**src/hw/cpu_pkg.sv**
```systemverilog
package cpu_pkg;

  localparam int NUM_CTX = 4;       // resident process slots
  localparam int NUM_REGS = 8;      // registers per slot
  localparam int NUM_LPAGES = 4;    // logical pages per process
  localparam int PAGE_WORDS = 64;
  localparam int PAGE_BITS = $clog2(PAGE_WORDS);
  localparam int RAM_WORDS = 1024;
  localparam int SLICE_LEN = 3;     // instructions per time slice

  typedef logic [15:0] data_t;      // ram word, register, immediate
  typedef logic [9:0] paddr_t;      // physical ram address
  typedef logic [7:0] laddr_t;      // logical process address
  typedef logic [1:0] ctx_t;
  typedef logic [2:0] reg_idx_t;
  typedef logic [1:0] lpage_t;
  typedef logic [3:0] ppage_t;

  // instruction word is {opcode, register}, followed by one immediate word
  typedef enum logic [7:0] {
    JMP       = 8'd1,
    RAM2REG   = 8'd2,
    REG2RAM   = 8'd3,
    NUM2REG   = 8'd4,
    REG_PLUS  = 8'd5,
    REG_MINUS = 8'd6,
    EXIT      = 8'd17
  } opcode_t;

  typedef enum logic [2:0] {
    IDLE,       // wait for work, switch context
    XLATE,      // translate pc
    READ,       // read opcode word, translate pc + 1
    FETCH_OP,   // latch opcode word, read immediate
    FETCH_IMM,  // latch immediate
    DECODE,     // execute or start data access
    LOAD_DATA,  // ram2reg translate and read
    STORE       // reg2ram write
  } exec_state_t;

endpackage

```
**src/hw/mmu_xlate.sv**
```systemverilog
module mmu_xlate
  import cpu_pkg::*;
(
  input  logic   clka,
  input  logic   rst_n,
  input  logic   map_we,
  input  ctx_t   map_ctx,
  input  lpage_t map_lpage,
  input  ppage_t map_ppage,
  input  logic   xlate_req,
  input  ctx_t   xlate_ctx,
  input  laddr_t xlate_laddr,
  output logic   xlate_done,
  output paddr_t xlate_paddr,
  output logic   xlate_fault
);

  localparam int NUM_ENTRIES = NUM_CTX * NUM_LPAGES;

  logic [NUM_ENTRIES-1:0] valid;
  ppage_t                 ppage_tab [NUM_ENTRIES];
  lpage_t                 req_lpage;
  logic [3:0]             req_entry;
  logic [3:0]             map_entry;

  assign req_lpage = xlate_laddr[7:PAGE_BITS];
  assign req_entry = {xlate_ctx, req_lpage};  // table is indexed by {ctx, page}
  assign map_entry = {map_ctx, map_lpage};

  always_ff @(posedge clka or negedge rst_n) begin
    if (!rst_n) begin
      valid <= '0;
    end else if (map_we) begin
      valid[map_entry] <= 1'b1;
    end
  end

  always_ff @(posedge clka) begin
    if (map_we) begin
      ppage_tab[map_entry] <= map_ppage;
    end
  end

  always_ff @(posedge clka or negedge rst_n) begin
    if (!rst_n) begin
      xlate_done  <= 1'b0;
      xlate_fault <= 1'b0;
    end else begin
      xlate_done  <= xlate_req;
      xlate_fault <= xlate_req & ~valid[req_entry];  // unmapped page
    end
  end

  always_ff @(posedge clka) begin
    if (xlate_req) begin
      xlate_paddr <= {ppage_tab[req_entry], xlate_laddr[PAGE_BITS-1:0]};  // page * 64 + offset
    end
  end

endmodule

```
**config.mk**
```make
export PLATFORM = sky130hd
export DESIGN_NAME = mmu_xlate
export DESIGN_NICKNAME = d
export VERILOG_FILES = /design/src/hw/cpu_pkg.sv /design/src/hw/mmu_xlate.sv
export SDC_FILE = /design/constraint.sdc
export NUM_CORES = 1
export LEC_CHECK = 0
export BUFFER_PORTS_ARGS = -buffer_cell sky130_fd_sc_hd__clkbuf_2
export CORE_UTILIZATION = 27
export DETAILED_ROUTE_END_ITERATION = 12
export REMOVE_ABC_BUFFERS = 1
export SETUP_SLACK_MARGIN = 0.4
export SLEW_MARGIN = 20
export SYNTH_ARGS = -nofsm -noshare
export SYNTH_HDL_FRONTEND = slang
export SYNTH_SLANG_ARGS = --single-unit
```
**constraint.sdc**
```tcl
create_clock -name clka -period 1.7 [get_ports clka]
set_clock_uncertainty 0.05 [all_clocks]
set_input_delay 0.085 -clock clka [delete_from_list [all_inputs] [get_ports clka]]
set_output_delay 0.085 -clock clka [all_outputs]
set_load 0.02 [all_outputs]
```
-- Word level (Yosys, flattened, before mapping)
Memory sizes are Yosys's and may differ from the RTL's. A register that Yosys moved wholly into a read port is not among the register bits.
Cells that the tools add are included.
- $lt $le $gt $ge: 3
- muxes and demuxes: 6
- bitwise logic cells: 3
- reductions and logical operators: 1
- operators by type and width (kind ; count):
    $or 16x16->16 ; 1
    $lt 4x5->1 const B ; 2
    $bmux 1 s4 ; 1
    $demux 1 s4 ; 1
    $ge 4x1->1 const B ; 1
    $mux 1 ; 4
    $and 1x1->1 ; 1
    $logic_and 1x1->1 ; 1
    $not 1->1 ; 1
- register bits after elaboration: 28
- RAM bits: 64
- bits of input ports: 22
- output and inout port bits: 12
- logic and storage cells: 18
- memories kept: 1
- memories (name ; words ; width ; read ports ; clocked after Yosys merged registers in ; write ports ; line ; text):
    ppage_tab ; 16 ; 4 ; 1 ; 1 ; 1 ; mmu_xlate.sv:21 ; ppage_t ppage_tab [NUM_ENTRIES];

-- Logic depth before layout (Yosys ltp)
Gate-level depths: netlist of the first run.
- depth after elaboration: 5
- gate-level depth with buffers: 5

-- Worst setup path before layout of the first run
No wires, ideal clock.
- path type: input-to-reg
- from: input port map_ctx[0]
- to: memory ppage_tab[0][0] in the netlist's numbering, enable pin
- data arrival time: 955 ps
- required time: 1282 ps
- slack: 327 ps
- cell stages on the path: 2
- cells stage by stage: or3b_2 > nor3_1
- RTL lines (what ; line ; text):
    start, declared ; mmu_xlate.sv:7 ; input ctx_t map_ctx,
    end, declared ; mmu_xlate.sv:21 ;
No word-level cell before the write port.

-- Final worst setup path of the first run
- from: register valid[15]
- to: register xlate_fault
- word-level cells in the longest chain between the ends: 4
- ends and longest elaborated chain (what ; line ; text):
    start, declared ; mmu_xlate.sv:20 ; logic [NUM_ENTRIES-1:0] valid;
    start signal, assigned ; mmu_xlate.sv:32 ; valid <= '0;
    start signal, assigned by index ; mmu_xlate.sv:34 ; valid[map_entry] <= 1'b1;
    $bmux 1 s4 ; mmu_xlate.sv:50 ; xlate_fault <= xlate_req & ~valid[req_entry];
    $mux 1 (implied by the code) ; mmu_xlate.sv:50 ;
    $not 1->1 ; mmu_xlate.sv:50 ;
    $and 1x1->1 ; mmu_xlate.sv:50 ;
    end signal, assigned ; mmu_xlate.sv:50 ;
    end, declared ; mmu_xlate.sv:15 ; output logic xlate_fault
Every way passes these cells. The select of a mux whose other input is x is not followed.
A chain may end at the register's enable or synchronous reset.

==> metrics.md, run 1 <==
| Metric | Value |
|---|---|
| Die Y-Extent | `116 um` |
| Die Area | `13400 um^2` |
| Crit path capture | `xlate_fault$_DFF_PN0_` |
| Drt pass-1 iters | `4` |
| Post-CTS setup buffers | `0` |
| Final Net Count | `256` |
| First-pass GRT wire length | `10700 um` |
| Max-cap violation count | `0` |
| Wirelength, routed | `6830 um` |
| Leak | `1.47 nW` |
| Fin. max-slew vios | `0` |
| Status | `finished clean` |
| Setup TNS | `0 ns` |
| RSZ-0062 raised after global routing | `yes` |
| Final GP Congestion | `0.695` |
| Chip width | `116 um` |
| Core footprint | `12600 um^2` |
| Root buf cell | `clkbuf_16` |
| N_diodes | `0` |
| Row count | `41` |
| Drc violations | `0` |
| Crit path required time | `1.92 ns` |
| Util after Layout | `34.4%` |
| CP delay by family, top | `multiplexers` |
| Post-synth top area cell | `edfxtp_1` |
| Critical path startpoint category | `register` |
| Average vias per placed instance | `4.38` |
| Area growth syn-to-layout | `24.1%` |
| Reg2Reg Capture Point | `xlate_fault$_DFF_PN0_` |
| Highest clock rate | `0.705 GHz` |
| Sink Count | `92` |
| Crit path depth | `3` |
| Max-slew headroom | `60.0%` |
| Grt total ovfl | `0` |
| DR WL/cell | `16.6 um` |
| Critical Path Sink Type | `register` |
| Worst-path clk slew | `0.06 ns` |
| Mean Syn Cell Area | `20.0 um^2` |
| Worst slew pin tran | `0.598 ns` |
| Yosys warns | `0` |
| PortBufs | `33` |
| Post-Syn Area | `3490 um^2` |
| Total GRT Usage | `11.4%` |
| Final setup violation count | `0` |
| Initial Util | `27.7%` |
| Most frequent cells in the layout | `74 x edfxtp_1, 33 x clkbuf_2, 19 x mux4_2, 18 x dfrtp_1, 16 x or2_2` |
| Min-delay worst type | `in2reg` |
| Critical path cell sequence | `mux4_2 -> a22oi_2 -> and4_1` |
| Start of the worst register-to-register path | `valid[15]$_DFFE_PN0P_` |
| Mapped Cells | `175` |
| Most area-consuming cells after synthesis | `edfxtp_1 64%, dfrtp_1 13%, mux4_2 11%, or2_2 2.9%, mux4_1 2.3%` |
| Layout cells sized above 1 | `43.5%` |
| Final Hold Viols | `0` |
| CTS tree | `yes` |
| Most common cell after layout, fill and taps aside | `edfxtp_1` |
| CTS buffer count | `9` |
| Final period util | `83.5%` |
| CTS max path bufs | `2` |
| Seq/Total Area, Yosys | `76.5%` |
| Min Tclk post-route | `1.42 ns` |
| Register-to-register setup slack | `0.28 ns` |
| H-tree depth | `3` |
| Vias in the first global route | `1913` |
| Pwr per Cell Area | `1110 nW/um^2` |
| Critical Path Start | `valid[15]$_DFFE_PN0P_` |
| Initial antenna violation count | `0` |
| Crit path DAT | `1.64 ns` |
| Delay of the slowest critical-path stage | `0.52 ns` |
| Synth Register Bits | `92` |
| CP max stage cell | `mux4_2` |
| Hold depth | `1` |
| 1st-iter DRT viols | `158` |
| Library cells used by synthesis | `19` |
| Worst Path Max Fanout | `2` |
| Largest net degree at the start of global routing | `21` |
| ANT nets after route | `0` |
| FF-to-FF path depth | `3` |
| Vias | `1801` |
| Worst vdd ir | `545 uV` |
| I/O pin count | `34` |
| Crit path buffers/inverters | `0` |
| Top cell type's share of synthesized area | `63.6%` |
| Critical path type | `reg2reg` |
| Worst skew pair latency | `0.34 ns` |
==> cells in the mapped netlist <==
library cell and n:
nand3_1 1, or2_2 16, nand2b_1 2, buf_4 1
nor2_1 13, mux4_1 3, buf_6 1, dfrtp_1 18
mux4_2 17, or3b_2 1, and2_1 1, nand3b_1 2
and4_1 1, nor2b_1 2, a22oi_1 9, buf_2 2
nand2_1 7, edfxtp_1 74, nor3_1 4
==> timing repair <==
action,in CTS,in global routing
setup endpoints to repair,5,5
gates resized for setup,5,4
endpoints found under the hold margin,24,0
pin swaps,7,1
hold buffers,7,0
==> cell type report <==
type | count | area, um^2
Fill cell | 1202 | 8280
Tap cell | 172 | 215
Clock inverter | 7 | 51.3
Multi-Input combinational cell | 79 | 821
Sequential cell | 92 | 2670
Clock buffer | 9 | 225
Timing Repair Buffer | 52 | 350
==> worst min-delay path by stage <==
| stage | start | to | slack, ns |
|---|---|---|---|
| after floorplan | rst_n | valid[0]$_DFFE_PN0P_ | -0.26 |
| after global placement | rst_n | valid[6]$_DFFE_PN0P_ | 0.04 |
| after detailed placement | rst_n | valid[15]$_DFFE_PN0P_ | 0.05 |
| after CTS | xlate_req | xlate_done$_DFF_PN0_ | 0.02 |
| after global routing | xlate_req | xlate_done$_DFF_PN0_ | 0.05 |
| final | xlate_req | xlate_done$_DFF_PN0_ | 0.02 |
==> registers in the layout, indices dropped and copies added, names as in the netlist <==
signal       cells
xlate_paddr     10
valid           16
ppage_tab       64
xlate_done       1
xlate_fault      1
==> cell families (layout without fill, tap and decap cells) <==
| family | count (synthesis) | after routing | synth area share [%] |
|---|---|---|---|
| AO/OA/AOI/OAI | 9 | 9 | 1.93 |
| buffers and inverters | 4 | 68 | 0.824 |
| flip-flops | 92 | 92 | 76.5 |
| multiplexers | 20 | 20 | 13.2 |
| AND/OR/NAND/NOR | 50 | 50 | 7.55 |
==> power by group <==
group | switching (mW) | internal (mW) | leakage (nW)
logic | 0.204 | 0.199 | 0.485
clock network | 0.826 | 0.991 | 0.120
registers | 0.0448 | 2.56 | 0.865
total | 1.07 | 3.75 | 1.47
==> per-stage QoR <==
step | power, mW | setup WS (ns) | instance area [um^2] | std cells | hold slack, ns
after floorplan | 2.85 | 0.327 | 3470 | 171 | -0.261
after global placement | 3.03 | 0.126 | 3960 | 388 | 0.0399
after detailed placement | 3.04 | 0.112 | 3960 | 388 | 0.0496
after CTS | 4.88 | 0.271 | 4320 | 411 | 0.0153
after global routing | 5.00 | 0.226 | 4340 | 411 | 0.0520
final | 4.83 | 0.281 | 4340 | 411 | 0.0237
==> layer usage <==
metal / share of wire (%) / vias up / track usage [%] / wire length [um]
li1: - / 816 / - / -
met1: 47 / 918 / 15.4 / 3230
met2: 45 / 63 / 17.0 / 3080
met3: 7.1 / 4 / 4.13 / 482
met4: 0.56 / 0 / 3.59 / 38
met5: 0 / - / 0 / 0
Note: power is estimated with default switching activity, not from simulation.
==> inputs of run 2 (changes only) <==
clock period = 1.25 ns   (was 1.7 ns; I/O delays follow)
==> metrics.md, run 2 (synthesis gave the netlist of run 1 again) <==
| Metric | Value |
|---|---|
| Critical Path Start | `valid[15]$_DFFE_PN0P_` |
| CP max stage cell | `mux4_2` |
| Util after Layout | `37.3% (+3.0 points)` |
| DR WL/cell | `16.5 um (-0.59%)` |
| Post-CTS setup buffers | `0 (unchanged)` |
| FF-to-FF path depth | `3 (unchanged)` |
| Max reg flops | `64 (unchanged)` |
| Crit path DAT | `1.64 ns (about the same)` |
| Area growth syn-to-layout | `34.9%` |
| PortBufs | `33 (unchanged)` |
| Largest net degree at the start of global routing | `19 (-9.5%)` |
| Most frequent cells in the layout | `74 x edfxtp_1, 19 x mux4_2, 19 x clkbuf_2, 18 x buf_4, 18 x dfrtp_1` |
| Final Net Count | `272 (+6.3%)` |
| CP delay by family, top | `multiplexers` |
| Worst slew pin tran | `0.554 ns (-0.0447 ns)` |
| Vias | `1855 (+3.0%)` |
| I/O pin count | `34 (unchanged)` |
| Max-slew headroom | `63.0% (+3.0 points)` |
| Detail Placement HPWL | `4870 um` |
| Drc violations | `0 (unchanged)` |
| Largest regs | `ppage_tab: 64 flops, valid: 16 flops, xlate_paddr: 10 flops` |
| Most common cell after layout, fill and taps aside | `edfxtp_1` |
| CTS tree | `yes` |
| Core footprint | `12600 um^2 (unchanged)` |
| Average vias per placed instance | `4.34 (-0.86%)` |
| Status | `finished, violations left` |
| Wirelength, routed | `7060 um (+3.3%)` |
| Final Hold Viols | `0 (unchanged)` |
| N_diodes | `0 (unchanged)` |
| Setup TNS | `-0.781 ns (-0.781 ns)` |
| Placed Cells | `403 (+3.9%)` |
| Min Tclk post-route | `1.42 ns (-0.00165 ns)` |
| Worst-path clk slew | `0.06 ns (about the same)` |
| Die Area | `13400 um^2 (unchanged)` |
| Register-to-register setup slack | `-0.17 ns (-0.45 ns)` |
| Highest clock rate | `0.706 GHz (+0.12%)` |
| Vias in the first global route | `1928 (+0.78%)` |
| Final setup margin | `-0.167 ns (-0.448 ns)` |
| Initial Util | `27.7% (unchanged)` |
| Critical path type | `reg2reg` |
| Crit path buffers/inverters | `0 (unchanged)` |
| Layout cells sized above 1 | `50.6% (+7.1 points)` |
| Die Y-Extent | `116 um (unchanged)` |
| Min-delay worst type | `in2reg` |
| Pwr per Cell Area | `1510 nW/um^2 (+35%)` |
| CTS buffer count | `9 (unchanged)` |
| Row count | `41 (unchanged)` |
| Worst vdd ir | `687 uV (+26%)` |
| RSZ-0062 raised after global routing | `yes` |
| Crit path required time | `1.47 ns (-0.45 ns)` |
| Critical path cell sequence | `mux4_2 -> a22oi_2 -> and4_1` |
| Critical path startpoint category | `register` |
| Critical Path Sink Type | `register` |
| Start of the worst register-to-register path | `valid[15]$_DFFE_PN0P_` |
| Drt pass-1 iters | `4 (unchanged)` |
| Initial antenna violation count | `0 (unchanged)` |
| Failing checks | `negative setup slack` |
| Crit path depth | `3 (unchanged)` |
| Crit path capture | `xlate_fault$_DFF_PN0_` |
| Final period util | `113% (+30 points)` |
| Delay of the slowest critical-path stage | `0.52 ns (about the same)` |
| 1st-iter DRT viols | `119 (-25%)` |
| Biggest register | `ppage_tab` |
| Final setup violation count | `5 (+5)` |
| Worst Path Max Fanout | `2 (unchanged)` |
| First-pass GRT wire length | `10900 um (+1.5%)` |
| Leak | `1.65 nW (+12%)` |
| Grt total ovfl | `0 (unchanged)` |
| Chip width | `116 um (unchanged)` |
| Root buf cell | `clkbuf_16` |
| Final GP Congestion | `0.712 (+2.5%)` |
| Reg2Reg Capture Point | `xlate_fault$_DFF_PN0_` |
| Max-cap violation count | `0 (unchanged)` |
| Cell Count, Final, Fillers Out | `427 (+3.9%)` |
| Total GRT Usage | `11.6% (+0.22 points)` |
| Sink Count | `92 (unchanged)` |
| CTS max path bufs | `2 (unchanged)` |
| ANT nets after route | `0 (unchanged)` |
| Fin. max-slew vios | `0 (unchanged)` |
| Worst skew pair latency | `0.33 ns (about the same)` |
| H-tree depth | `3 (unchanged)` |
-- run 2: cell types whose count changed in the layout (fill, tap and decap cells not counted), moves of 5 or more --
cell / delta
buf_4: +8
buf_6: +8
clkbuf_2: -14
clkbuf_8: +12
clkinvlp_4: -5
nor2_1: -6
nor2_2: +6
or2_2: -6
or2_4: +6
-- run 2: how the worst min path moves through the flow --
stage / cells after the start / endpoint / startpoint
floorplan: 0 / valid[0]$_DFFE_PN0P_ / rst_n
global placement: 1 / valid[13]$_DFFE_PN0P_ / rst_n
detailed placement: 1 / valid[13]$_DFFE_PN0P_ / rst_n
CTS: 1 / xlate_paddr[2]$_DFFE_PP_ / xlate_req
global route: 1 / xlate_paddr[0]$_DFFE_PP_ / xlate_req
finish: 1 / xlate_paddr[0]$_DFFE_PP_ / xlate_req
-- run 2: layer usage --
layer	vias up	wire length, um	GRT usage (%)
li1	843	-	-
met1	939	3250	15.5
met2	64	3270	17.7
met3	9	450	4.13
met4	0	86	3.42
met5	-	0	0
-- run 2: repair_timing --
item,CTS,global route
hold buffers,8,0
hold endpoints to repair,25,0
setup endpoints to repair,46,67
gates resized for setup,38,18
pin swaps,9,5
-- run 2: cell type report --
cell class / count / area (um^2)
tap: 172 / 215
clock buffer: 9 / 225
fill: 1188 / 7910
sequential: 92 / 2670
clock inverter: 7 / 98.8
multi-input combinational: 79 / 876
timing repair buffer: 68 / 626
-- run 2: metrics by stage --
step                setup slack [ns]  area (um^2)  total power, mW  hold slack, ns
floorplan                     -0.111         3470             3.88          -0.283
global placement              -0.304         4090             4.15          0.0314
detailed placement            -0.312         4090             4.17          0.0394
CTS                           -0.180         4650             7.15           0.104
global route                  -0.205         4710             7.37           0.114
finish                        -0.167         4710             7.11           0.118
-- run 2: report_power, final --
part           switching [mW]  total (mW)  internal, mW
Combinational           0.294       0.670         0.375
Sequential             0.0705        3.56          3.49
Clock                    1.12        2.88          1.76
