$ cat src/hw/cpu_pkg.sv
package cpu_pkg;

  localparam int NUM_CTX = 4;       // resident process slots
  localparam int NUM_REGS = 8;      // registers per slot
  localparam int NUM_LPAGES = 4;    // logical pages per process
  localparam int PAGE_WORDS = 64;
  localparam int PAGE_BITS = $clog2(PAGE_WORDS);
  localparam int RAM_WORDS = 1024;
  localparam int SLICE_LEN = 3;     // instructions per time slice

  typedef logic [15:0] data_t;      // ram word, register, immediate
  typedef logic [9:0] paddr_t;      // physical ram address
  typedef logic [7:0] laddr_t;      // logical process address
  typedef logic [1:0] ctx_t;
  typedef logic [2:0] reg_idx_t;
  typedef logic [1:0] lpage_t;
  typedef logic [3:0] ppage_t;

  // instruction word is {opcode, register}, followed by one immediate word
  typedef enum logic [7:0] {
    JMP       = 8'd1,
    RAM2REG   = 8'd2,
    REG2RAM   = 8'd3,
    NUM2REG   = 8'd4,
    REG_PLUS  = 8'd5,
    REG_MINUS = 8'd6,
    EXIT      = 8'd17
  } opcode_t;

  typedef enum logic [2:0] {
    IDLE,       // wait for work, switch context
    XLATE,      // translate pc
    READ,       // read opcode word, translate pc + 1
    FETCH_OP,   // latch opcode word, read immediate
    FETCH_IMM,  // latch immediate
    DECODE,     // execute or start data access
    LOAD_DATA,  // ram2reg translate and read
    STORE       // reg2ram write
  } exec_state_t;

endpackage

$ cat src/hw/proc_context.sv
module proc_context
  import cpu_pkg::*;
#(
  parameter int CTX_ID = 0
) (
  input  logic               clka,
  input  logic               rst_n,
  input  logic               start,
  input  logic [NUM_CTX-1:0] start_mask,
  input  logic               ctx_we,
  input  ctx_t               ctx_sel,
  input  logic               reg_we,
  input  reg_idx_t           reg_idx,
  input  data_t              reg_wdata,
  input  logic               pc_we,
  input  laddr_t             pc_wdata,
  input  logic               kill,
  output logic               active,
  output laddr_t             pc,
  output data_t              regs [NUM_REGS]
);

  logic launch;
  logic hit;

  assign launch = start & start_mask[CTX_ID];
  assign hit    = ctx_we & active & (ctx_sel == ctx_t'(CTX_ID));  // only a live slot takes writes

  always_ff @(posedge clka or negedge rst_n) begin
    if (!rst_n) begin
      active <= 1'b0;
      pc     <= '0;
    end else if (launch) begin
      active <= 1'b1;
      pc     <= '0;  // every program starts at logical 0
    end else if (hit) begin
      if (kill) begin
        active <= 1'b0;  // exit or translation fault
      end
      if (pc_we) begin
        pc <= pc_wdata;
      end
    end
  end

  always_ff @(posedge clka) begin
    if (launch) begin
      for (int i = 0; i < NUM_REGS; i++) begin
        regs[i] <= '0;
      end
    end else if (hit && reg_we) begin
      regs[reg_idx] <= reg_wdata;
    end
  end

endmodule

$ cat config.mk
export PLATFORM = sky130hd
export DESIGN_NAME = proc_context
export DESIGN_NICKNAME = d
export VERILOG_FILES = /design/src/hw/cpu_pkg.sv /design/src/hw/proc_context.sv
export SDC_FILE = /design/constraint.sdc
export NUM_CORES = 1
export LEC_CHECK = 0
export ABC_AREA = 1
export CAP_MARGIN = 20
export CORE_MARGIN = 1.5
export CORE_UTILIZATION = 55
export CTS_BUF_LIST = sky130_fd_sc_hd__clkbuf_8
export CTS_CLUSTER_DIAMETER = 150
export DETAILED_ROUTE_END_ITERATION = 8
export DONT_BUFFER_PORTS = 1
export MAX_ROUTING_LAYER = met4
export PLACE_DENSITY = 0.71
export SLEW_MARGIN = 40
export SYNTH_ARGS = -nofsm -noshare
export SYNTH_HDL_FRONTEND = slang
export SYNTH_SLANG_ARGS = --single-unit
$ cat constraint.sdc
create_clock -name clka -period 1.85 [get_ports clka]
set_clock_uncertainty 0.15 [all_clocks]
set_input_delay 0.0925 -clock clka [delete_from_list [all_inputs] [get_ports clka]]
set_output_delay 0.0925 -clock clka [all_outputs]
set_load 0.005 [all_outputs]
* Word level (Yosys, flattened, before mapping)
Cells that the tools add are included.
** Word-level totals
- Bits in registers :: 137
- Input bits :: 40
- Output and inout bits :: 137
** Cells by class
- $lt $le $gt $ge :: 2
- Multiplexer cells :: 9
- Bitwise operators :: 4
- Reductions and logical operators :: 8
** Operators by type and width (number)
- 128-bit bitwise mux :: 1
- 16-bit demux with 3-bit select :: 1
- 8-bit two-way mux :: 3
- 16-bit two-way mux :: 1
- 2-bit nonzero test :: 3
- 4-bit greater-or-equal comparator (second input constant) :: 1
- 4-bit by 1-bit less-than comparator with 1-bit output (second input constant) :: 1
- 3-bit NOT with 4-bit output :: 1
- 2-bit AND reduction :: 2
- 1-bit bitwise AND :: 3
- 1-bit two-way mux :: 3
- 1-bit logical AND :: 2
- 2-bit logical NOT :: 1

* Logic depth before layout (Yosys ltp)
Gate-level depths: netlist of run 1.
- Depth in word-level cells :: 6
- Gate-level depth with buffers :: 9
- Mapped depth without buffers :: 7

* Worst setup path before layout of run 1
Ideal clock, no wire load.
- Path kind :: register -> register
- From :: reg active
- To :: reg regs[119] (netlist name)
- Library setup time :: 0.114 ns
- Arrival time :: 1.184 ns
- Setup slack :: 0.402 ns
- Stages on the path, launching flop included :: 10
- Path buffers :: 2
- Cells stage by stage :: dfrtp_1 > nand2_1 > inv_2 > nand2_1 > nor2_1 > buf_2 > buf_2 > nand3_1 > nand2_1 > nor2_2
** Between the ends
- Longest elaborated chain between the ends :: 3
** RTL lines
- start, declared :: line proc_context.sv:18 : output logic active,
- start signal, assigned :: line proc_context.sv:31 : active <= 1'b0;
- start signal, assigned :: line proc_context.sv:34 : active <= 1'b1;
- start signal, assigned :: line proc_context.sv:38 : active <= 1'b0;
- 1-bit bitwise AND (2 in series) :: line proc_context.sv:27 : assign hit = ctx_we & active & (ctx_sel == ctx_t'(CTX_ID));
- 1-bit logical AND :: line proc_context.sv:51 : end else if (hit && reg_we) begin
- end signal, assigned by index :: line proc_context.sv:52 : regs[reg_idx] <= reg_wdata;
- end, declared :: line proc_context.sv:20 : output data_t regs [NUM_REGS]
No other way between the ends.
A chain may end at the register's enable or synchronous reset.

* Worst setup path after layout of run 1
- From :: reg active
- To :: reg regs[76] (netlist name)
Same word-level chain as after synthesis.

==> results_dict.tcl, run 1 <==
set metrics [dict create \
    hold_viol 0 \
    placedCellCount 867 \
    grt_pass1_vias 4437 \
    ys_seq_area_frac 0.494 \
    start_util 0.572 \
    num_vias 5044 \
    die_w_um 104 \
    fin_util 0.648 \
    wl_per_cell_um 17.4 \
    required_ns 2.06 \
    rsz0062_at_grt "false" \
    gr-usage-all-layers 0.294 \
    die-area_um2 10900 \
    cts_tree "yes" \
    num_rows 36 \
    die_y_um 104 \
    drcViolationCount 0 \
    cts_setup_buffers 0 \
    synth_area_um2 5640 \
    final_cell_mix "nor2_1, nand2_1, nand3_1" \
    max_slew.worst_pin.slew_ns 0.660 \
    arrival_ns 1.91 \
    drtIter0Drc 410 \
    slew_headroom 0.560 \
    finalSetupViolCount 0 \
    fin_crit_sh 0.917 \
    viasPerCell 5.41 \
    nets 826 \
    period_needed_ns 1.70 \
    fillers 868 \
    cts_buffers 17 \
    cts_buffer_depth 2 \
    ys_seq_elements 137 \
    dpl_worst_slack_ns 0.170 \
    overflow 0 \
    hold_path.class "in -> reg" \
    maxCapViolCount 0 \
    max-vdd-ir-drop_mv 0.472 \
    dp_hpwl_um 9620 \
    synth_nets 815 \
    cp_max_fo 16 \
    worstHoldPathCells 4 \
    wl_um 16300 \
    syn_area_per_cell_um2 7.27 \
    grt_pass1_wl_um 23700 \
    critPathLaunchType "flip-flop" \
    clk_latency_ns 0.43 \
    dr.pass1.iters 5 \
    path_clk_slew_ns 0.08 \
    core-area_um2 9860 \
    crit_type "reg -> reg" \
    fin_cells 932 \
    ios 177 \
    cts.sinks 137 \
    netlist_instances 775 \
    endpoint_kind "flip-flop" \
    yosysWarnings 0 \
    antennaDiodeCount 0 \
    final_common_cell "nor2_1" \
    powerDensity_nw_per_um2 961 \
    drv_slew 0 \
    synth_cell_types 19 \
    fmax_mhz 590 \
    grt_max_degree 138 \
    status "completed" \
    worst_r2r_path_depth 6 \
    timing.final.ws_setup_ns 0.154 \
    leakage_nw 2.99 \
    h-tree-depth 4 \
    syn_to_final_growth_pct 13.3 \
    gp_congestion 0.788 \
    ant_nets 0 \
    antenna_found_initial 0 \
    layout-drive-gt1-share 0.0939 \
    io_buffers 0 \
    root_buffer "clkbuf_8" \
    final.setup.tns_ns 0 \
]
-- routing by layer --
metal	GRT usage	vias up	part of all wire
li1	-	2454	-
met1	0.358	2296	0.39
met2	0.458	263	0.48
met3	0.103	31	0.11
met4	0.0923	0	0.020
met5	-	-	0
-- path summary, 6_finish.rpt --
kind	from	end	slack, ns
hold reg to reg	regs[11]$_SDFFE_PP0P_	regs[11]$_SDFFE_PP0P_	0.35
min in group asynchronous	rst_n	pc[4]$_DFFE_PN0P_	0.41
max in group asynchronous	rst_n	pc[6]$_DFFE_PN0P_	0.87
setup reg to reg	active$_DFFE_PN0P_	regs[76]$_SDFFE_PP0P_	0.15
hold / removal	reg_wdata[9]	regs[41]$_SDFFE_PP0P_	0.04
setup / recovery	active$_DFFE_PN0P_	regs[76]$_SDFFE_PP0P_	0.15
-- metrics by stage --
step                      power (W)  cell area, um^2  hold slack (ns)
final                       0.00614             6390           0.0361
after floorplan             0.00343             5640           -0.353
after global placement      0.00353             5620           -0.353
after CTS                   0.00614             6350          0.00296
after detailed placement    0.00354             5620           -0.353
after global routing        0.00634             6390           0.0244
-- what timing repair did --
action / CTS / global route
gates resized for setup: 0 / 5
endpoints found under the hold margin: 138 / 14
hold buffers: 31 / 1
endpoints found under the setup margin: 0 / 134
-- state kept, by name, indices dropped and copies added, names as in the netlist --
| register | count |
|---|---|
| active | 1 |
| regs | 128 |
| pc | 8 |
-- final cells by class --
cell class | count | area (um^2) | share of cell area
tap | 133 | 166 | 0.0260
clock buffer | 17 | 234 | 0.0366
inverter | 29 | 109 | 0.0170
timing repair buffer | 37 | 429 | 0.0672
clock inverter | 15 | 184 | 0.0288
sequential | 137 | 2790 | 0.436
multi-input combinational | 564 | 2480 | 0.388
-- power by group --
part | total, W | switching, W | internal (W)
Combinational | 0.000477 | 0.000325 | 0.000152
Sequential | 0.00308 | 0.0000606 | 0.00302
Clock | 0.00258 | 0.00113 | 0.00145
-- cells by family (layout without fill, tap and decap cells) --
kind of cell / after synthesis / after routing / synth area share
compound gates: 1 / 1 / 0.000887
simple gates: 563 / 563 / 0.436
flops: 137 / 137 / 0.494
buf+inv: 74 / 98 / 0.0684
-- cells in the mapped netlist (all sizes together) --
cell	n	area [um^2]
nor2	268	1150
dfrtp	9	225
a21oi	1	5.00
dfxtp	128	2560
inv	29	109
nand2	150	566
clkbuf	4	15.0
nand3	145	743
buf	41	262
-- worst max-delay path: stages, from the launching register on --
cell and delay, ns:
dfrtp_1 0.40, nand2_1 0.08, inv_2 0.10, nand3_4 0.25, nor2_4 0.42, nor2_1 0.09
nor2_1 0.13
Power figures use the tool's default switching activity.
==> run 2, diff against run 1 <==
CELL_PAD_IN_SITES_DETAIL_PLACEMENT = 0   (was not set)
CELL_PAD_IN_SITES_GLOBAL_PLACEMENT = 1   (was not set)
CORE_UTILIZATION = 46   (was 55)
PLACE_DENSITY = 0.82   (was 0.71)
==> run 2 against run 1 <==
  * The run now ends with setup timing left
  * Critical path depth is 2 higher
  * Global-route usage decreased by 2.9 points
  * Register-to-register slack got worse by 0.17 ns
  * Flip-flop and latch count unchanged
  * Maximum frequency decreased by 9.1%
  * First-iteration DRC count decreased by 3.2%
  * Count of clock-buffer cells in the layout up 5
  * Non-clock buffer count is 9 higher
==> results_dict.tcl, run 2 (same netlist as run 1, synthesis figures left out) <==
set metrics [dict create \
    dpl-instance-area_um2 5660 \
    slowest_delay_ns 0.55 \
    grt_pass1_wl_um 24900 \
    regToRegSetupSlack_ns -0.02 \
    dr.pass1.iters 5 \
    cts_tree "yes" \
    fmax_mhz 536 \
    slew_headroom 0.617 \
    fin_crit_sh 1.01 \
    max-vdd-ir-drop_mv 0.385 \
    num_vias 4988 \
    grt_pass1_vias 4684 \
    fin_util 0.545 \
    core-area_um2 12000 \
    layout-drive-gt1-share 0.103 \
    finalInstanceArea_um2 6520 \
    die_w_um 114 \
    wl_um 16500 \
    critPathLaunchType "flip-flop" \
    ios 177 \
    antenna_found_initial 0 \
    switching_share 0.248 \
    status "finished, violations left" \
    seq_power_share 0.511 \
    hold_viol 0 \
    drcViolationCount 0 \
    hold_path.class "in -> reg" \
    worstHoldPathCells 4 \
    powerDensity_nw_per_um2 925 \
    rr_endpoint "pc[2]$_DFFE_PN0P_" \
    crit_top_cell "nand2_1" \
    start_util 0.471 \
    viasPerCell 5.22 \
    num_rows 40 \
    cts_buffer_depth 2 \
    worst_r2r_path_depth 8 \
    nets 835 \
    rsz0062_at_grt "true" \
    wl_per_cell_um 17.3 \
    cp_max_fo 8 \
    r2r_start "active$_DFFE_PN0P_" \
    antennaDiodeCount 0 \
    largest_reg_flops 128 \
    crit_type "reg -> reg" \
    required_ns 2.09 \
    min_from "reg_we" \
    crit_path_start "active$_DFFE_PN0P_" \
    gp_congestion 0.798 \
    power_frac_comb 0.079 \
    cpMaxStageDelayCell "dlygate4sd3_1" \
    p_clk_frac 0.409 \
    path_clk_slew_ns 0.08 \
    p_int_w 0.00453 \
    ant_nets 0 \
    p_switching_w 0.00149 \
    violations "setup timing" \
    holdPathEnd "regs[47]$_SDFFE_PP0P_" \
    io_buffers 0 \
    fillers 1167 \
    reg.largest.list "regs (128), pc (8), active (1)" \
    drv_slew 0 \
    crit_family "buffers and inverters" \
    period_needed_ns 1.87 \
    max_slew.worst_pin.slew_ns 0.573 \
    cp_cell_sequence "nand2_1 -> inv_2 -> nand3_2 -> a21oi_2 -> buf_6 -> nand2_1 -> dlygate4sd3_1 -> nand2_1" \
    h-tree-depth 4 \
    maxCapViolCount 0 \
    grt_max_degree 77 \
    die_y_um 114 \
    syn_to_final_growth_pct 15.6 \
    die-area_um2 12900 \
    finalSetupViolCount 1 \
    final_cell_mix "nor2_1, nand2_1, nand3_1" \
    cts_buffers 17 \
    endpoint_kind "flip-flop" \
    timing.hold.ws_ns 0.00417 \
    leakage_nw 3.04 \
    overflow 0 \
    critPathBufInv 3 \
    root_buffer "clkbuf_8" \
    clk_latency_ns 0.45 \
    top_register "regs" \
    final_common_cell "nor2_1" \
    arrival_ns 2.11 \
    dp_hpwl_um 10200 \
    drtIter0Drc 397 \
    gr-usage-all-layers 0.264 \
    cts.sinks 137 \
    timing.final.ws_setup_ns -0.0167 \
]
[run 2: changes by cell type in the layout (fill, tap and decap cells not counted), sizes merged]
cell / previous run / this run
buf: 5 / 11
dlygate4sd3: 30 / 34
bufinv: 4 / 2
clkbuf: 18 / 22
inv: 30 / 31
clkinv: 9 / 5
[run 2: power groups by stage]
stage                     logic (W)  registers [W]  clock network (W)
after global routing       0.000525        0.00309            0.00264
after CTS                  0.000469        0.00308            0.00252
after detailed placement   0.000405        0.00315                  0
after floorplan            0.000299        0.00313                  0
after global placement     0.000393        0.00315                  0
final                      0.000478        0.00308            0.00247
[run 2: repair_timing]
action                                  in CTS  in global routing
hold buffers                                35                  0
endpoints found under the setup margin       0                 51
setup buffers                                0                  5
gates resized for setup                      0                  3
hold endpoints to repair                   143                  0
[run 2: worst max-delay path by stage]
| stage | to | depth (start not counted) |
|---|---|---|
| 6_report | pc[2]$_DFFE_PN0P_ | 8 |
| 5_1_grt | pc[2]$_DFFE_PN0P_ | 8 |
| 4_1_cts | regs[17]$_SDFFE_PP0P_ | 8 |
| 3_5_place_dp | regs[44]$_SDFFE_PP0P_ | 6 |
| 3_3_place_gp | regs[39]$_SDFFE_PP0P_ | 6 |
| 2_1_floorplan | regs[119]$_SDFFE_PP0P_ | 9 |
[run 2: area by class of cell]
cell class                 count  area, um^2  area share
inverter                      29         109      0.0167
clock buffer                  22         303      0.0464
clock inverter                10         100      0.0154
multi-input combinational    564        2480       0.381
tap                          147         184      0.0282
sequential                   137        2790       0.428
timing repair buffer          46         552      0.0846
[run 2: routing by layer]
metal,vias up,routed length (um),global-route usage
met1,2289,6520,0.289
met5,-,0,-
met4,0,476,0.124
met2,197,8130,0.435
met3,34,1350,0.0893
li1,2468,-,-
[run 2: stage by stage]
stage | std cells | setup slack, ns | total power (W) | setup TNS, ns
after global placement | 883 | 0.193 | 0.00354 | 0
final | 955 | -0.0167 | 0.00603 | -0.0167
after global routing | 955 | -0.133 | 0.00626 | -0.164
after floorplan | 775 | 0.402 | 0.00343 | 0
after detailed placement | 883 | 0.161 | 0.00355 | 0
after CTS | 950 | 0.0118 | 0.00607 | 0
[run 2: tightest hold or removal path: stages]
cell and delay [ns]:
nand3_4 0.24, nor2_4 0.08, nor2_1 0.08, nor2_1 0.05
==> run 3, diff against run 2 <==
ABC_AREA = not set   (was 1)
CORE_UTILIZATION = 49   (was 46)
==> run 3 against run 2 <==
  * The run now ends clean
  * Non-clock buffer count is 4 higher
  * Flip-flop and latch count unchanged
  * Area after synthesis is 8.6% lower
  * Via count fell by 28%
  * Count of clock-buffer cells in the layout decreased by 1
  * Maximum frequency grew 2.6%
  * Critical path type unchanged
  * Total power rose by 1.0%
  * Global-route usage down 2.0 points
  * Largest power group unchanged
  * First-iteration DRC count decreased by 60%
  * Sequential share of layout area rose by 3.3 points
  * Synthesized cell count shrank 37%
==> results_dict.tcl, run 3 <==
set metrics [dict create \
    status "completed" \
    period_needed_ns 1.82 \
    yosysMostFrequentCell "nand2_1" \
    fin_cells 668 \
    p_total_w 0.00609 \
    fmax_mhz 550 \
    ys_seq_area_frac 0.541 \
    finalSetupViolCount 0 \
    largest_reg_flops 128 \
    core-area_um2 10300 \
    gr-usage-all-layers 0.245 \
    cts_buffers 17 \
    grt.met1_usage 0.280 \
    crit_end "pc[0]$_DFFE_PN0P_" \
    maxCapViolCount 0 \
    h-tree-depth 4 \
    dr.pass1.iters 4 \
    ios 177 \
    switching_share 0.226 \
    yosysWarnings 0 \
    grt_max_degree 41 \
    cts.sinks 137 \
    critPathLaunchType "flip-flop" \
    p_switching_w 0.00138 \
    synth_common_cells "nand2_1, dfxtp_1, mux2i_1, clkbuf_1, buf_6" \
    synth_nets 525 \
    p_int_w 0.00471 \
    antenna_found_initial 0 \
    synth_area_leader_cell "dfxtp_1" \
    endpoint_kind "flip-flop" \
    die-area_um2 11100 \
    io_buffers 0 \
    gr-usage-met2 0.393 \
    dp_hpwl_um 8350 \
    synthArstFlopShare 0.0657 \
    fin_crit_sh 0.983 \
    clk_latency_ns 0.43 \
    top_register "regs" \
    ant_nets 0 \
    drtIter0Drc 160 \
    crit_path_start "active$_DFFE_PN0P_" \
    reg.largest.list "regs (128), pc (8), active (1)" \
    seq_power_share 0.498 \
    rr_endpoint "pc[0]$_DFFE_PN0P_" \
    fillers 882 \
    hold_path.class "in -> reg" \
    drv_slew 0 \
    p_clk_frac 0.453 \
    netlist_instances 485 \
    die_y_um 106 \
    syn_to_final_growth_pct 17.5 \
    synth_cell_types 23 \
    leakage_nw 3.00 \
    layout-drive-gt1-share 0.103 \
    max-vdd-ir-drop_mv 0.594 \
    final_cell_mix "nand2_1, mux2i_1, dfxtp_1" \
    slew_headroom 0.618 \
    antennaDiodeCount 0 \
    cp_max_fo 6 \
    powerDensity_nw_per_um2 1010 \
    placedCellCount 600 \
    synth_area_um2 5150 \
    ys_seq_elements 137 \
    cts_buffer_depth 2 \
    wl_per_cell_um 19.5 \
    viasPerCell 5.38 \
    grt-busiest-layer "met2" \
    grt_pass1_wl_um 19900 \
    crit_type "reg -> reg" \
    regToRegSetupSlack_ns 0.03 \
    use_met3 0.0897 \
    nets 559 \
    die_w_um 106 \
    num_rows 37 \
    gp_congestion 0.743 \
    root_buffer "clkbuf_8" \
    synthTopCellsByArea "dfxtp_1, mux2i_1, nand2_1" \
    arrival_ns 1.98 \
    start_util 0.501 \
    final_common_cell "nand2_1" \
    worst_r2r_path_depth 5 \
    overflow 0 \
    num_vias 3595 \
    cts_tree "yes" \
    max_slew.worst_pin.slew_ns 0.571 \
    synth_top_cell_area_share 0.497 \
    grt_pass1_vias 3596 \
    power_frac_comb 0.049 \
    wl_um 13100 \
    drcViolationCount 0 \
    syn_area_per_cell_um2 10.6 \
    r2r_start "active$_DFFE_PN0P_" \
    hold_viol 0 \
    path_clk_slew_ns 0.08 \
    synth_edf_count 0 \
    synth-main-ff-cell "dfxtp_1" \
    required_ns 2.01 \
]
==> run 3: changes by cell type after synthesis, moves of 3 or more <==
cell and change:
buf_1 -10, buf_2 -13, clkbuf_1 +11, inv_1 -22
inv_2 -7, mux2i_1 +128, nand2_1 +6, nand3_1 -143
nand4_1 +8, nand4b_1 +3, nor2_1 -239, nor2_2 -17
nor2_4 -9, o21ai_1 +8
==> run 3: what timing repair did <==
action                                  CTS  global route
buffers inserted                          0             2
hold buffers                             34             1
hold endpoints to repair                143             1
resized for setup                         0             3
endpoints found under the setup margin    0            11
==> run 3: layout make-up <==
cell class	instances	area, um^2	area share
well taps	136	170	0.0281
repair buffers	50	518	0.0856
multi-input cells	313	2120	0.351
flip-flops and latches	137	2790	0.461
clock inverters	11	166	0.0275
clock buffers	21	289	0.0477
==> run 3: layer usage <==
layer,up-vias,share of wire
li1,1694,-
met1,1740,0.41
met2,140,0.48
met3,21,0.084
met4,0,0.023
met5,-,0
==> run 3: worst min-delay path by stage <==
| stage | startpoint | cells past startpoint | end | slack (ns) |
|---|---|---|---|---|
| after CTS | reg_idx[0] | 3 | regs[111]$_SDFFE_PP0P_ | 0.003 |
| after floorplan | rst_n | 0 | active$_DFFE_PN0P_ | -0.35 |
| after global routing | reg_wdata[9] | 2 | regs[41]$_SDFFE_PP0P_ | 0.005 |
| after detailed placement | rst_n | 0 | pc[1]$_DFFE_PN0P_ | -0.35 |
| final | reg_wdata[5] | 2 | regs[37]$_SDFFE_PP0P_ | 0.01 |
| after global placement | rst_n | 0 | active$_DFFE_PN0P_ | -0.35 |
==> run 3: power groups by stage <==
stage / Combinational (W) / Clock (W) / Sequential, W
4_1_cts: 0.000294 / 0.00279 / 0.00303
6_report: 0.000301 / 0.00276 / 0.00303
5_1_grt: 0.000327 / 0.00292 / 0.00303
3_3_place_gp: 0.000221 / 0 / 0.00310
3_5_place_dp: 0.000227 / 0 / 0.00310
2_1_floorplan: 0.000172 / 0 / 0.00309
==> run 3: cells by family after synthesis <==
| family | after synthesis | share of synthesized area |
|---|---|---|
| multiplexers | 128 | 0.249 |
| buffers and inverters | 35 | 0.0483 |
| AND/OR/NAND/NOR | 176 | 0.153 |
| flip-flops | 137 | 0.541 |
| AO/OA/AOI/OAI | 9 | 0.00923 |
==> run 3: critical path: stages, from the launching register on <==
cell and delay (ns):
dfrtp_1 0.42, and4bb_2 0.28, buf_6 0.13, nand4_1 0.08, dlygate4sd3_1 0.56, o21ai_1 0.07
==> run 3: metrics by stage <==
step / util / area [um^2] / worst slack (ns) / hold slack [ns] / TNS, ns
after floorplan: - / 5150 / 0.283 / -0.353 / 0
after global placement: 0.509 / 5240 / 0.124 / -0.353 / 0
after detailed placement: 0.509 / 5240 / 0.0819 / -0.353 / 0
after CTS: 0.587 / 6030 / 0.0633 / 0.00289 / 0
after global routing: 0.589 / 6050 / -0.0212 / 0.00547 / -0.0212
final: 0.589 / 6050 / 0.0313 / 0.0145 / 0
